[src/verilog/exec_pkg.sv]
`default_nettype none

package exec_pkg;

    typedef enum logic [2:0] {
        OP_LDI = 3'd0,  // load sign-extended imm8
        OP_MOV = 3'd1,
        OP_ADD = 3'd2,
        OP_SUB = 3'd3,
        OP_AND = 3'd4,
        OP_OR  = 3'd5,
        OP_XOR = 3'd6,
        OP_CMP = 3'd7   // subtract, flags only
    } op_e;

    // code 3 is decoded as a long
    typedef enum logic [1:0] {
        SZ_B = 2'd0,
        SZ_W = 2'd1,
        SZ_L = 2'd2
    } size_e;

    typedef union packed {
        struct packed {
            size_e      size;
            op_e        op;
            logic [2:0] dst;
            logic [7:0] imm8;
        } imm;
        struct packed {
            size_e      size;
            op_e        op;
            logic [2:0] dst;
            logic [2:0] src;
            logic       zx;     // zero-extend the source
            logic [3:0] rsvd;
        } rg;
    } instr_u;

    // flag byte layout, bits 5 and 3 read as zero
    localparam int FLAG_S = 7;
    localparam int FLAG_Z = 6;
    localparam int FLAG_H = 4;
    localparam int FLAG_V = 2;
    localparam int FLAG_N = 1;
    localparam int FLAG_C = 0;

    localparam logic [7:0] DMP_FLAGS_ADDR = 8'h20;

endpackage

`default_nettype wire

[src/verilog/instr_decode.sv]
`timescale 1ns/1ps
`default_nettype none

module instr_decode
    import exec_pkg::*;
(
    input  logic        clk,
    input  logic        rst,
    input  logic        instr_valid,
    input  instr_u      instr,
    output logic        d_valid,
    output op_e         d_op,
    output size_e       d_size,
    output logic [2:0]  d_dst,
    output logic [2:0]  d_src,
    output logic        d_zx,
    output logic [31:0] d_imm
);

    logic  is_ldi;
    size_e size_dec;

    assign is_ldi = (instr.imm.op == OP_LDI);

    always_comb begin
        case (instr.imm.size)
            SZ_B:    size_dec = SZ_B;
            SZ_W:    size_dec = SZ_W;
            default: size_dec = SZ_L;  // fourth code folds into long
        endcase
    end

    always_ff @(posedge clk or posedge rst) begin
        if (rst) begin
            d_valid <= 1'b0;
        end else begin
            d_valid <= instr_valid;
        end
    end

    always_ff @(posedge clk) begin
        if (instr_valid) begin
            d_op   <= instr.imm.op;
            d_size <= size_dec;
            d_dst  <= instr.imm.dst;
            if (is_ldi) begin
                d_imm <= {{24{instr.imm.imm8[7]}}, instr.imm.imm8};  // imm view
                d_src <= 3'd0;
                d_zx  <= 1'b0;
            end else begin
                d_imm <= 32'd0;
                d_src <= instr.rg.src;  // reg view
                d_zx  <= instr.rg.zx;
            end
        end
    end

endmodule

`default_nettype wire

[src/verilog/operand_fetch.sv]
`timescale 1ns/1ps
`default_nettype none

module operand_fetch
    import exec_pkg::*;
(
    input  logic        clk,
    input  logic        rst,
    input  logic        d_valid,
    input  op_e         d_op,
    input  size_e       d_size,
    input  logic [2:0]  d_dst,
    input  logic [2:0]  d_src,
    input  logic        d_zx,
    input  logic [31:0] d_imm,
    output logic [2:0]  rd_addr_a,
    output logic [2:0]  rd_addr_b,
    input  logic [31:0] rd_data_a,
    input  logic [31:0] rd_data_b,
    input  logic        fwd_valid,
    input  logic [2:0]  fwd_dst,
    input  logic [31:0] fwd_data,
    output logic        o_valid,
    output op_e         o_op,
    output size_e       o_size,
    output logic [2:0]  o_dst,
    output logic [31:0] o_old,
    output logic [31:0] o_a,
    output logic [31:0] o_b
);

    logic [2:0]  src_q;
    logic        zx_q;
    logic [31:0] imm_q;
    logic [31:0] src_full;
    logic [31:0] src_ext;

    always_ff @(posedge clk or posedge rst) begin
        if (rst) begin
            o_valid <= 1'b0;
        end else begin
            o_valid <= d_valid;
        end
    end

    always_ff @(posedge clk) begin
        if (d_valid) begin
            o_op   <= d_op;
            o_size <= d_size;
            o_dst  <= d_dst;
            src_q  <= d_src;
            zx_q   <= d_zx;
            imm_q  <= d_imm;
        end
    end

    // registered addresses, so the instruction ahead is already in E
    assign rd_addr_a = o_dst;
    assign rd_addr_b = src_q;
    assign o_old    = (fwd_valid && fwd_dst == o_dst) ? fwd_data : rd_data_a;
    assign src_full = (fwd_valid && fwd_dst == src_q) ? fwd_data : rd_data_b;

    always_comb begin
        case (o_size)
            SZ_B: begin
                o_a     = {24'd0, o_old[7:0]};
                src_ext = zx_q ? {24'd0, src_full[7:0]} : {{24{src_full[7]}}, src_full[7:0]};
            end
            SZ_W: begin
                o_a     = {16'd0, o_old[15:0]};
                src_ext = zx_q ? {16'd0, src_full[15:0]}
                               : {{16{src_full[15]}}, src_full[15:0]};
            end
            default: begin
                o_a     = o_old;
                src_ext = src_full;
            end
        endcase
        o_b = (o_op == OP_LDI) ? imm_q : src_ext;  // immediate replaces source
    end

endmodule

`default_nettype wire

[src/verilog/alu_unit.sv]
`timescale 1ns/1ps
`default_nettype none

module alu_unit
    import exec_pkg::*;
(
    input  logic        clk,
    input  logic        rst,
    input  logic        o_valid,
    input  op_e         o_op,
    input  size_e       o_size,
    input  logic [2:0]  o_dst,
    input  logic [31:0] o_old,
    input  logic [31:0] o_a,
    input  logic [31:0] o_b,
    input  logic [7:0]  flags_in,
    output logic        e_valid,
    output logic        e_we,
    output logic [2:0]  e_dst,
    output logic [31:0] e_data,
    output logic        e_flags_we,
    output logic [7:0]  e_flags
);

    logic [31:0] mask;
    logic [4:0]  msb;       // sign bit at this size
    logic [31:0] b_sz;
    logic [32:0] arith;
    logic [4:0]  half;
    logic [31:0] res;
    logic        is_sub;
    logic        v_out;
    logic [7:0]  cur_flags;
    logic [7:0]  new_flags;

    assign is_sub    = (o_op == OP_SUB) || (o_op == OP_CMP);
    assign b_sz      = o_b & mask;
    assign cur_flags = (e_valid && e_flags_we) ? e_flags : flags_in;  // newest flags
    assign arith     = is_sub ? {1'b0, o_a} - {1'b0, b_sz} : {1'b0, o_a} + {1'b0, b_sz};
    assign half      = is_sub ? {1'b0, o_a[3:0]} - {1'b0, b_sz[3:0]}
                              : {1'b0, o_a[3:0]} + {1'b0, b_sz[3:0]};
    assign v_out     = is_sub ? (o_a[msb] != b_sz[msb]) && (arith[msb] != o_a[msb])
                              : (o_a[msb] == b_sz[msb]) && (arith[msb] != o_a[msb]);

    always_comb begin
        case (o_size)
            SZ_B: begin
                mask = 32'h0000_00ff;
                msb  = 5'd7;
            end
            SZ_W: begin
                mask = 32'h0000_ffff;
                msb  = 5'd15;
            end
            default: begin
                mask = 32'hffff_ffff;
                msb  = 5'd31;
            end
        endcase
        case (o_op)
            OP_LDI, OP_MOV: res = o_b;
            OP_AND:         res = o_a & b_sz;
            OP_OR:          res = o_a | b_sz;
            OP_XOR:         res = o_a ^ b_sz;
            default:        res = arith[31:0];
        endcase
        new_flags = cur_flags;  // LDI and MOV keep the flags
        case (o_op)
            OP_ADD, OP_SUB, OP_CMP: begin
                new_flags         = 8'h00;
                new_flags[FLAG_S] = res[msb];
                new_flags[FLAG_Z] = (res & mask) == 32'd0;
                new_flags[FLAG_H] = half[4];  // carry or borrow out of bit 3
                new_flags[FLAG_V] = v_out;
                new_flags[FLAG_N] = is_sub;
                new_flags[FLAG_C] = arith[msb + 6'd1];
            end
            OP_AND, OP_OR, OP_XOR: begin
                new_flags         = 8'h00;
                new_flags[FLAG_S] = res[msb];
                new_flags[FLAG_Z] = (res & mask) == 32'd0;
                new_flags[FLAG_H] = (o_op == OP_AND);
            end
            default: ;
        endcase
    end

    always_ff @(posedge clk or posedge rst) begin
        if (rst) begin
            e_valid    <= 1'b0;
            e_we       <= 1'b0;
            e_flags_we <= 1'b0;
        end else begin
            e_valid    <= o_valid;
            e_we       <= o_valid && (o_op != OP_CMP);
            e_flags_we <= o_valid && (o_op != OP_LDI) && (o_op != OP_MOV);
        end
    end

    always_ff @(posedge clk) begin
        if (o_valid) begin
            e_dst   <= o_dst;
            e_data  <= (o_old & ~mask) | (res & mask);  // keep bits above the size
            e_flags <= new_flags;
        end
    end

endmodule

`default_nettype wire

[src/verilog/reg_file.sv]
`timescale 1ns/1ps
`default_nettype none

module reg_file
    import exec_pkg::*;
(
    input  logic        clk,
    input  logic        rst,
    input  logic [2:0]  rd_addr_a,
    input  logic [2:0]  rd_addr_b,
    output logic [31:0] rd_data_a,
    output logic [31:0] rd_data_b,
    input  logic        e_valid,
    input  logic        e_we,
    input  logic [2:0]  e_dst,
    input  logic [31:0] e_data,
    input  logic        e_flags_we,
    input  logic [7:0]  e_flags,
    output logic        retire,
    output logic [7:0]  flags,
    input  logic [7:0]  dmp_addr,
    output logic [7:0]  dmp_dout
);

    logic [31:0] regs [8];
    logic [31:0] dmp_word;

    // the writeback edge closes this cycle
    assign retire = e_valid;

    always_ff @(posedge clk or posedge rst) begin
        if (rst) begin
            for (int i = 0; i < 8; i++) begin
                regs[i] <= 32'd0;
            end
            flags <= 8'h00;
        end else begin
            if (e_valid && e_we) begin
                regs[e_dst] <= e_data;  // already merged to the full register
            end
            if (e_valid && e_flags_we) begin
                flags <= e_flags;
            end
        end
    end

    assign rd_data_a = regs[rd_addr_a];
    assign rd_data_b = regs[rd_addr_b];

    // dump port, does not touch the pipeline
    assign dmp_word = regs[dmp_addr[4:2]];

    always_comb begin
        if (dmp_addr == DMP_FLAGS_ADDR) begin
            dmp_dout = flags;
        end else if (dmp_addr[7:5] != 3'd0) begin
            dmp_dout = 8'h00;  // unmapped
        end else begin
            dmp_dout = dmp_word[{dmp_addr[1:0], 3'b000} +: 8];  // byte lane
        end
    end

endmodule

`default_nettype wire

[src/verilog/exec_top.sv]
`timescale 1ns/1ps
`default_nettype none

module exec_top
    import exec_pkg::*;
(
    input  logic       clk,
    input  logic       rst,
    input  logic       instr_valid,
    input  instr_u     instr,
    output logic       retire,
    output logic [7:0] flags,
    input  logic [7:0] dmp_addr,
    output logic [7:0] dmp_dout
);

    logic        d_valid;
    op_e         d_op;
    size_e       d_size;
    logic [2:0]  d_dst;
    logic [2:0]  d_src;
    logic        d_zx;
    logic [31:0] d_imm;
    logic [2:0]  rd_addr_a;
    logic [2:0]  rd_addr_b;
    logic [31:0] rd_data_a;
    logic [31:0] rd_data_b;
    logic        o_valid;
    op_e         o_op;
    size_e       o_size;
    logic [2:0]  o_dst;
    logic [31:0] o_old;
    logic [31:0] o_a;
    logic [31:0] o_b;
    logic        e_valid;
    logic        e_we;
    logic [2:0]  e_dst;
    logic [31:0] e_data;
    logic        e_flags_we;
    logic [7:0]  e_flags;

    instr_decode u_decode (.*);

    // E-stage result is the only bypass source
    operand_fetch u_fetch (
        .fwd_valid (e_we),
        .fwd_dst   (e_dst),
        .fwd_data  (e_data),
        .*
    );

    alu_unit u_alu (
        .flags_in (flags),
        .*
    );

    reg_file u_regs (.*);

endmodule

`default_nettype wire

[config.mk]
export PLATFORM = sky130hd
export DESIGN_NAME = exec_top
export DESIGN_NICKNAME = d
export VERILOG_FILES = /design/src/verilog/exec_pkg.sv /design/src/verilog/instr_decode.sv /design/src/verilog/operand_fetch.sv /design/src/verilog/alu_unit.sv /design/src/verilog/reg_file.sv /design/src/verilog/exec_top.sv
export SDC_FILE = /design/constraint.sdc
export NUM_CORES = 1
export LEC_CHECK = 0
export BUFFER_PORTS_ARGS = -buffer_cell sky130_fd_sc_hd__buf_2
export CAP_MARGIN = 40
export CELL_PAD_IN_SITES_DETAIL_PLACEMENT = 0
export CELL_PAD_IN_SITES_GLOBAL_PLACEMENT = 1
export CORE_MARGIN = 2
export CORE_UTILIZATION = 30
export DETAILED_ROUTE_END_ITERATION = 10
export PLACE_DENSITY = 0.54
export RECOVER_POWER = 25
export SLEW_MARGIN = 20
export SYNTH_ARGS = -nofsm -noshare
export SYNTH_HDL_FRONTEND = slang
export SYNTH_SLANG_ARGS = --single-unit
[constraint.sdc]
create_clock -name clk -period 8.9 [get_ports clk]
set_input_delay 1.78 -clock clk [delete_from_list [all_inputs] [get_ports clk]]
set_output_delay 1.78 -clock clk [all_outputs]
set_load 0.01 [all_outputs]
==> results.py <==
metrics = {
    "setup_path": {
        "ff2ff_setup_slack_ns": 1.48,
        "slowest_delay_ns": 0.82,
        "critPathSlowestCell": "edfxtp_1",
        "crit_required_ns": 9.30,
        "crit_path_start_kind": "register",
        "r2r-start": "u_fetch.rd_addr_b[0]$_DFFE_PP_",
        "r2r-end": "u_alu.e_flags[6]$_DFFE_PP_",
        "worst_setup_path_end_kind": "register",
        "crit_chain": "buf_12 > mux2_1 > mux4_2 > mux2i_4 > o21ai_2 > a221o_1 > nor4_4 > or2b_1 > a21oi_1 > a21oi_1 > ha_1 > nand4_1 > or4_1 > o21ai_0 > o21ai_0 > o21ai_0 > xor2_1 > o21ai_0 > nor4b_1 > nand4_1 > o31ai_2",
        "crit_top_cell": "o21ai_0",
        "crit_type": "reg -> reg",
        "worstPathMaxFanout": 25,
        "reg2regPathDepth": 21,
        "critical_path_arrival_ns": 7.82,
    },
    "cells_and_area": {
        "n_antenna_cell": 0,
        "multi_input_area_sq_um": 15000,
        "areaGrowthSynthToFinish_pct": 10.8,
        "regArea_sq_um": 9230,
        "drive_above_1_share_pct": 28.1,
        "final_core_util_pct": 33.5,
        "fillCellCount": 8414,
        "fin_area_sq_um": 28000,
        "nNetsFinal": 2355,
    },
    "drt": {
        "dr.first_iter.drc_count": 1344,
        "drc": 0,
        "num_vias": 19000,
        "via_per_inst": 5.68,
        "firstDrtPassIters": 5,
        "wl_per_cell_microns": 26.2,
        "routed_wl_microns": 87300,
        "final_antenna_net_count": 0,
    },
    "logic_synthesis": {
        "synth_nets": 2402,
        "netlist_area_sq_um": 25300,
        "synth_edf_count": 83,
        "synth.area.top_cells": "dfrtp_1 (27%), mux4_2 (14%), mux2_2 (12%)",
        "synth_seq_cells": 352,
        "synth_top_area_share_pct": 26.6,
        "postSynth.asyncResetShare_pct": 76.4,
        "synth.avg_cell_area_sq_um": 11.1,
        "synthCells": 2276,
        "ys_seq_area_share_pct": 36.5,
        "yosysWarnings": 0,
        "synthFlopType": "dfrtp_1",
        "synth_area_leader_cell": "dfrtp_1",
        "netlist-cell-type-count": 85,
    },
    "cts": {
        "cts_tree": "done",
        "htreeDepth": 2,
        "post-cts-setup-buffer-count": 0,
        "cts.clk_slew.worst_paths_ns": 0.06,
        "holdBufCountCts": 0,
        "cts_buffers": 40,
        "cts.sinks": 352,
        "insertion_delay_ns": 0.57,
        "cts.repair.resized": 0,
        "root_buffer": "clkbuf_16",
        "clock_path_buffers": 3,
    },
    "sta": {
        "period_needed_ns": 7.42,
        "setup_slack_ns": 1.48,
        "fin_crit_sh_pct": 83.4,
        "skew_ns": 0.0215,
        "rsz0062_at_grt": "no",
        "tightest_slew_ns": 2.92,
        "finalSetupViolCount": 0,
        "max_freq_mhz": 135,
        "maxSlewViolCount": 78,
        "worst_slew_margin_rel_pct": -94.7,
        "hold_viol_final": 0,
        "tns_ns": 0,
    },
    "floorplanning": {
        "start_util_pct": 30.3,
        "core-area_sq_um": 83600,
        "io_pins": 44,
        "die-width_microns": 294,
        "die_h_microns": 294,
        "rows": 106,
        "die-area_sq_um": 86600,
    },
    "placed_design": {
        "placed_area_sq_um": 26600,
        "pre_cts_ws_ns": 1.59,
        "io_buffers": 43,
        "gp_congestion": 0.839,
        "dp_hpwl_microns": 58900,
    },
    "pwr": {
        "leakagePower_nw": 11.8,
        "p_per_area_nw_per_um2": 298,
        "ir_worst_vdd_uv": 145,
    },
    "global_routing": {
        "grt_use_total_pct": 20.2,
        "grt_pass1_vias": 19800,
        "antenna_found_initial": 3,
        "grt_pass1_wl_microns": 131000,
        "overflow": 0,
        "grt_max_degree": 114,
    },
    "outcome": {
        "status": "complete, but fails checks",
        "violations": "capacitance limit, slew limit",
    },
    "min_path": {
        "hold_start": "u_decode.d_imm[3]$_SDFFCE_PP0P_",
        "hold_end": "u_fetch.imm_q[3]$_DFFE_PP_",
        "hold_path_class": "reg -> reg",
        "hold_depth": 0,
    },
    "run": {
        "cap_violations": 2,
    },
}
==> per-layer routing <==
metal  wire, microns  global-route usage, %  up-vias  part of all wire, %
met5               0                      0        -                    0
met4            2590                   6.10        0                  3.0
met3            4220                   2.62      142                  4.8
met2           42100                   34.0      546                   48
met1           38400                   26.9     9839                   44
li1                -                      -     8437                    -
==> layout by cell type, fill, tap and decap left out, drive strengths merged, types with 49 or more instances in the layout <==
cell type,count
a21oi,139
o21ai,153
nand2,163
mux2i,126
xnor2,49
clkbuf,61
dfrtp,269
mux2,275
mux4,158
inv,79
nor2,112
edfxtp,83
buf,94
ha,98
==> logic make-up after synthesis <==
| kind of cell | share of synthesized area, % |
|---|---|
| xor+xnor | 2.21 |
| compound gates | 12.6 |
| simple gates | 7.99 |
| buf+inv | 4.46 |
| fa+ha+maj | 4.93 |
| mux | 31.4 |
| flops | 36.5 |
==> synthesized netlist by cell type (4+ instances only) <==
cell type / count
nor2b_1: 16
nand3_1: 16
o22ai_1: 32
or2_2: 9
and2_1: 20
nand3b_1: 8
o21bai_1: 10
buf_1: 31
and3_1: 4
inv_1: 73
clkbuf_1: 131
ha_1: 98
a221oi_1: 18
o31ai_1: 4
a41oi_1: 6
a31oi_1: 6
nand4_1: 9
nor3_1: 9
xnor2_1: 47
buf_6: 7
o21ai_1: 14
dfrtp_1: 269
mux4_2: 158
o21ai_0: 137
buf_4: 7
a2bb2oi_1: 8
nand2b_1: 32
mux2_2: 271
a211oi_1: 20
xor2_1: 13
o211ai_1: 18
a22oi_1: 21
or3_1: 9
nor2_1: 110
mux2i_1: 125
a21o_1: 22
buf_2: 16
o21a_1: 9
a211o_1: 4
nand2_1: 163
inv_2: 5
a21oi_1: 139
edfxtp_1: 83
a32oi_1: 4
==> where the power goes <==
group / total (mW) / internal [mW] / leakage, nW / switching (mW)
clock network: 1.77 / 1.07 / 0.681 / 0.707
logic: 3.79 / 1.74 / 6.92 / 2.05
registers: 2.79 / 2.18 / 4.21 / 0.610
total: 8.36 / 4.99 / 11.8 / 3.36
==> worst max-delay path, delay by kind of cell (launching register included) <==
| family | cells | cell delay (ns) |
|---|---|---|
| compound gates | 9 | 2.28 |
| flops | 1 | 0.82 |
| simple gates | 6 | 2.11 |
| mux | 3 | 1.10 |
| fa+ha+maj | 1 | 0.45 |
| xor+xnor | 1 | 0.14 |
| buf+inv | 1 | 0.33 |
==> how the worst max path moves through the flow <==
stage	cells past startpoint	endpoint	from	slack, ns
4_1_cts	21	u_alu.e_flags[6]$_DFFE_PP_	u_fetch.rd_addr_b[0]$_DFFE_PP_	1.57
6_report	21	u_alu.e_flags[6]$_DFFE_PP_	u_fetch.rd_addr_b[0]$_DFFE_PP_	1.48
3_3_place_gp	21	u_alu.e_flags[0]$_DFFE_PP_	u_fetch.rd_addr_b[0]$_DFFE_PP_	1.61
2_1_floorplan	25	u_alu.e_flags[0]$_DFFE_PP_	u_fetch.rd_addr_b[2]$_DFFE_PP_	3.03
5_1_grt	21	u_alu.e_flags[6]$_DFFE_PP_	u_fetch.rd_addr_b[0]$_DFFE_PP_	1.01
3_5_place_dp	21	u_alu.e_flags[6]$_DFFE_PP_	u_fetch.rd_addr_b[0]$_DFFE_PP_	1.59
==> stage by stage <==
stage | std cells | power (mW) | hold slack (ns)
4_1_cts | 3330 | 8.40 | 0.418
2_1_floorplan | 2276 | 5.35 | 0.400
3_5_place_dp | 3261 | 6.59 | 0.405
5_1_grt | 3336 | 8.89 | 0.423
3_3_place_gp | 3255 | 6.51 | 0.401
6_report | 3336 | 8.36 | 0.414
==> final cells by class <==
| class | instances | area share [%] |
|---|---|---|
| Sequential cell | 352 | 32.9 |
| Clock buffer | 51 | 4.01 |
| Clock inverter | 18 | 0.898 |
| Tap cell | 1080 | 4.82 |
| Timing Repair Buffer | 104 | 2.77 |
| Inverter | 78 | 1.05 |
| Multi-Input combinational cell | 1653 | 53.5 |
==> state kept, by name, indices dropped and copies added, names as in the netlist, 8 cells and up <==
name and count:
u_regs.regs 256, u_alu.e_data 32, u_alu.e_flags 8, u_decode.d_imm 8, u_fetch.imm_q 8, u_regs.flags 8
(Power assumes the default switching activity.)
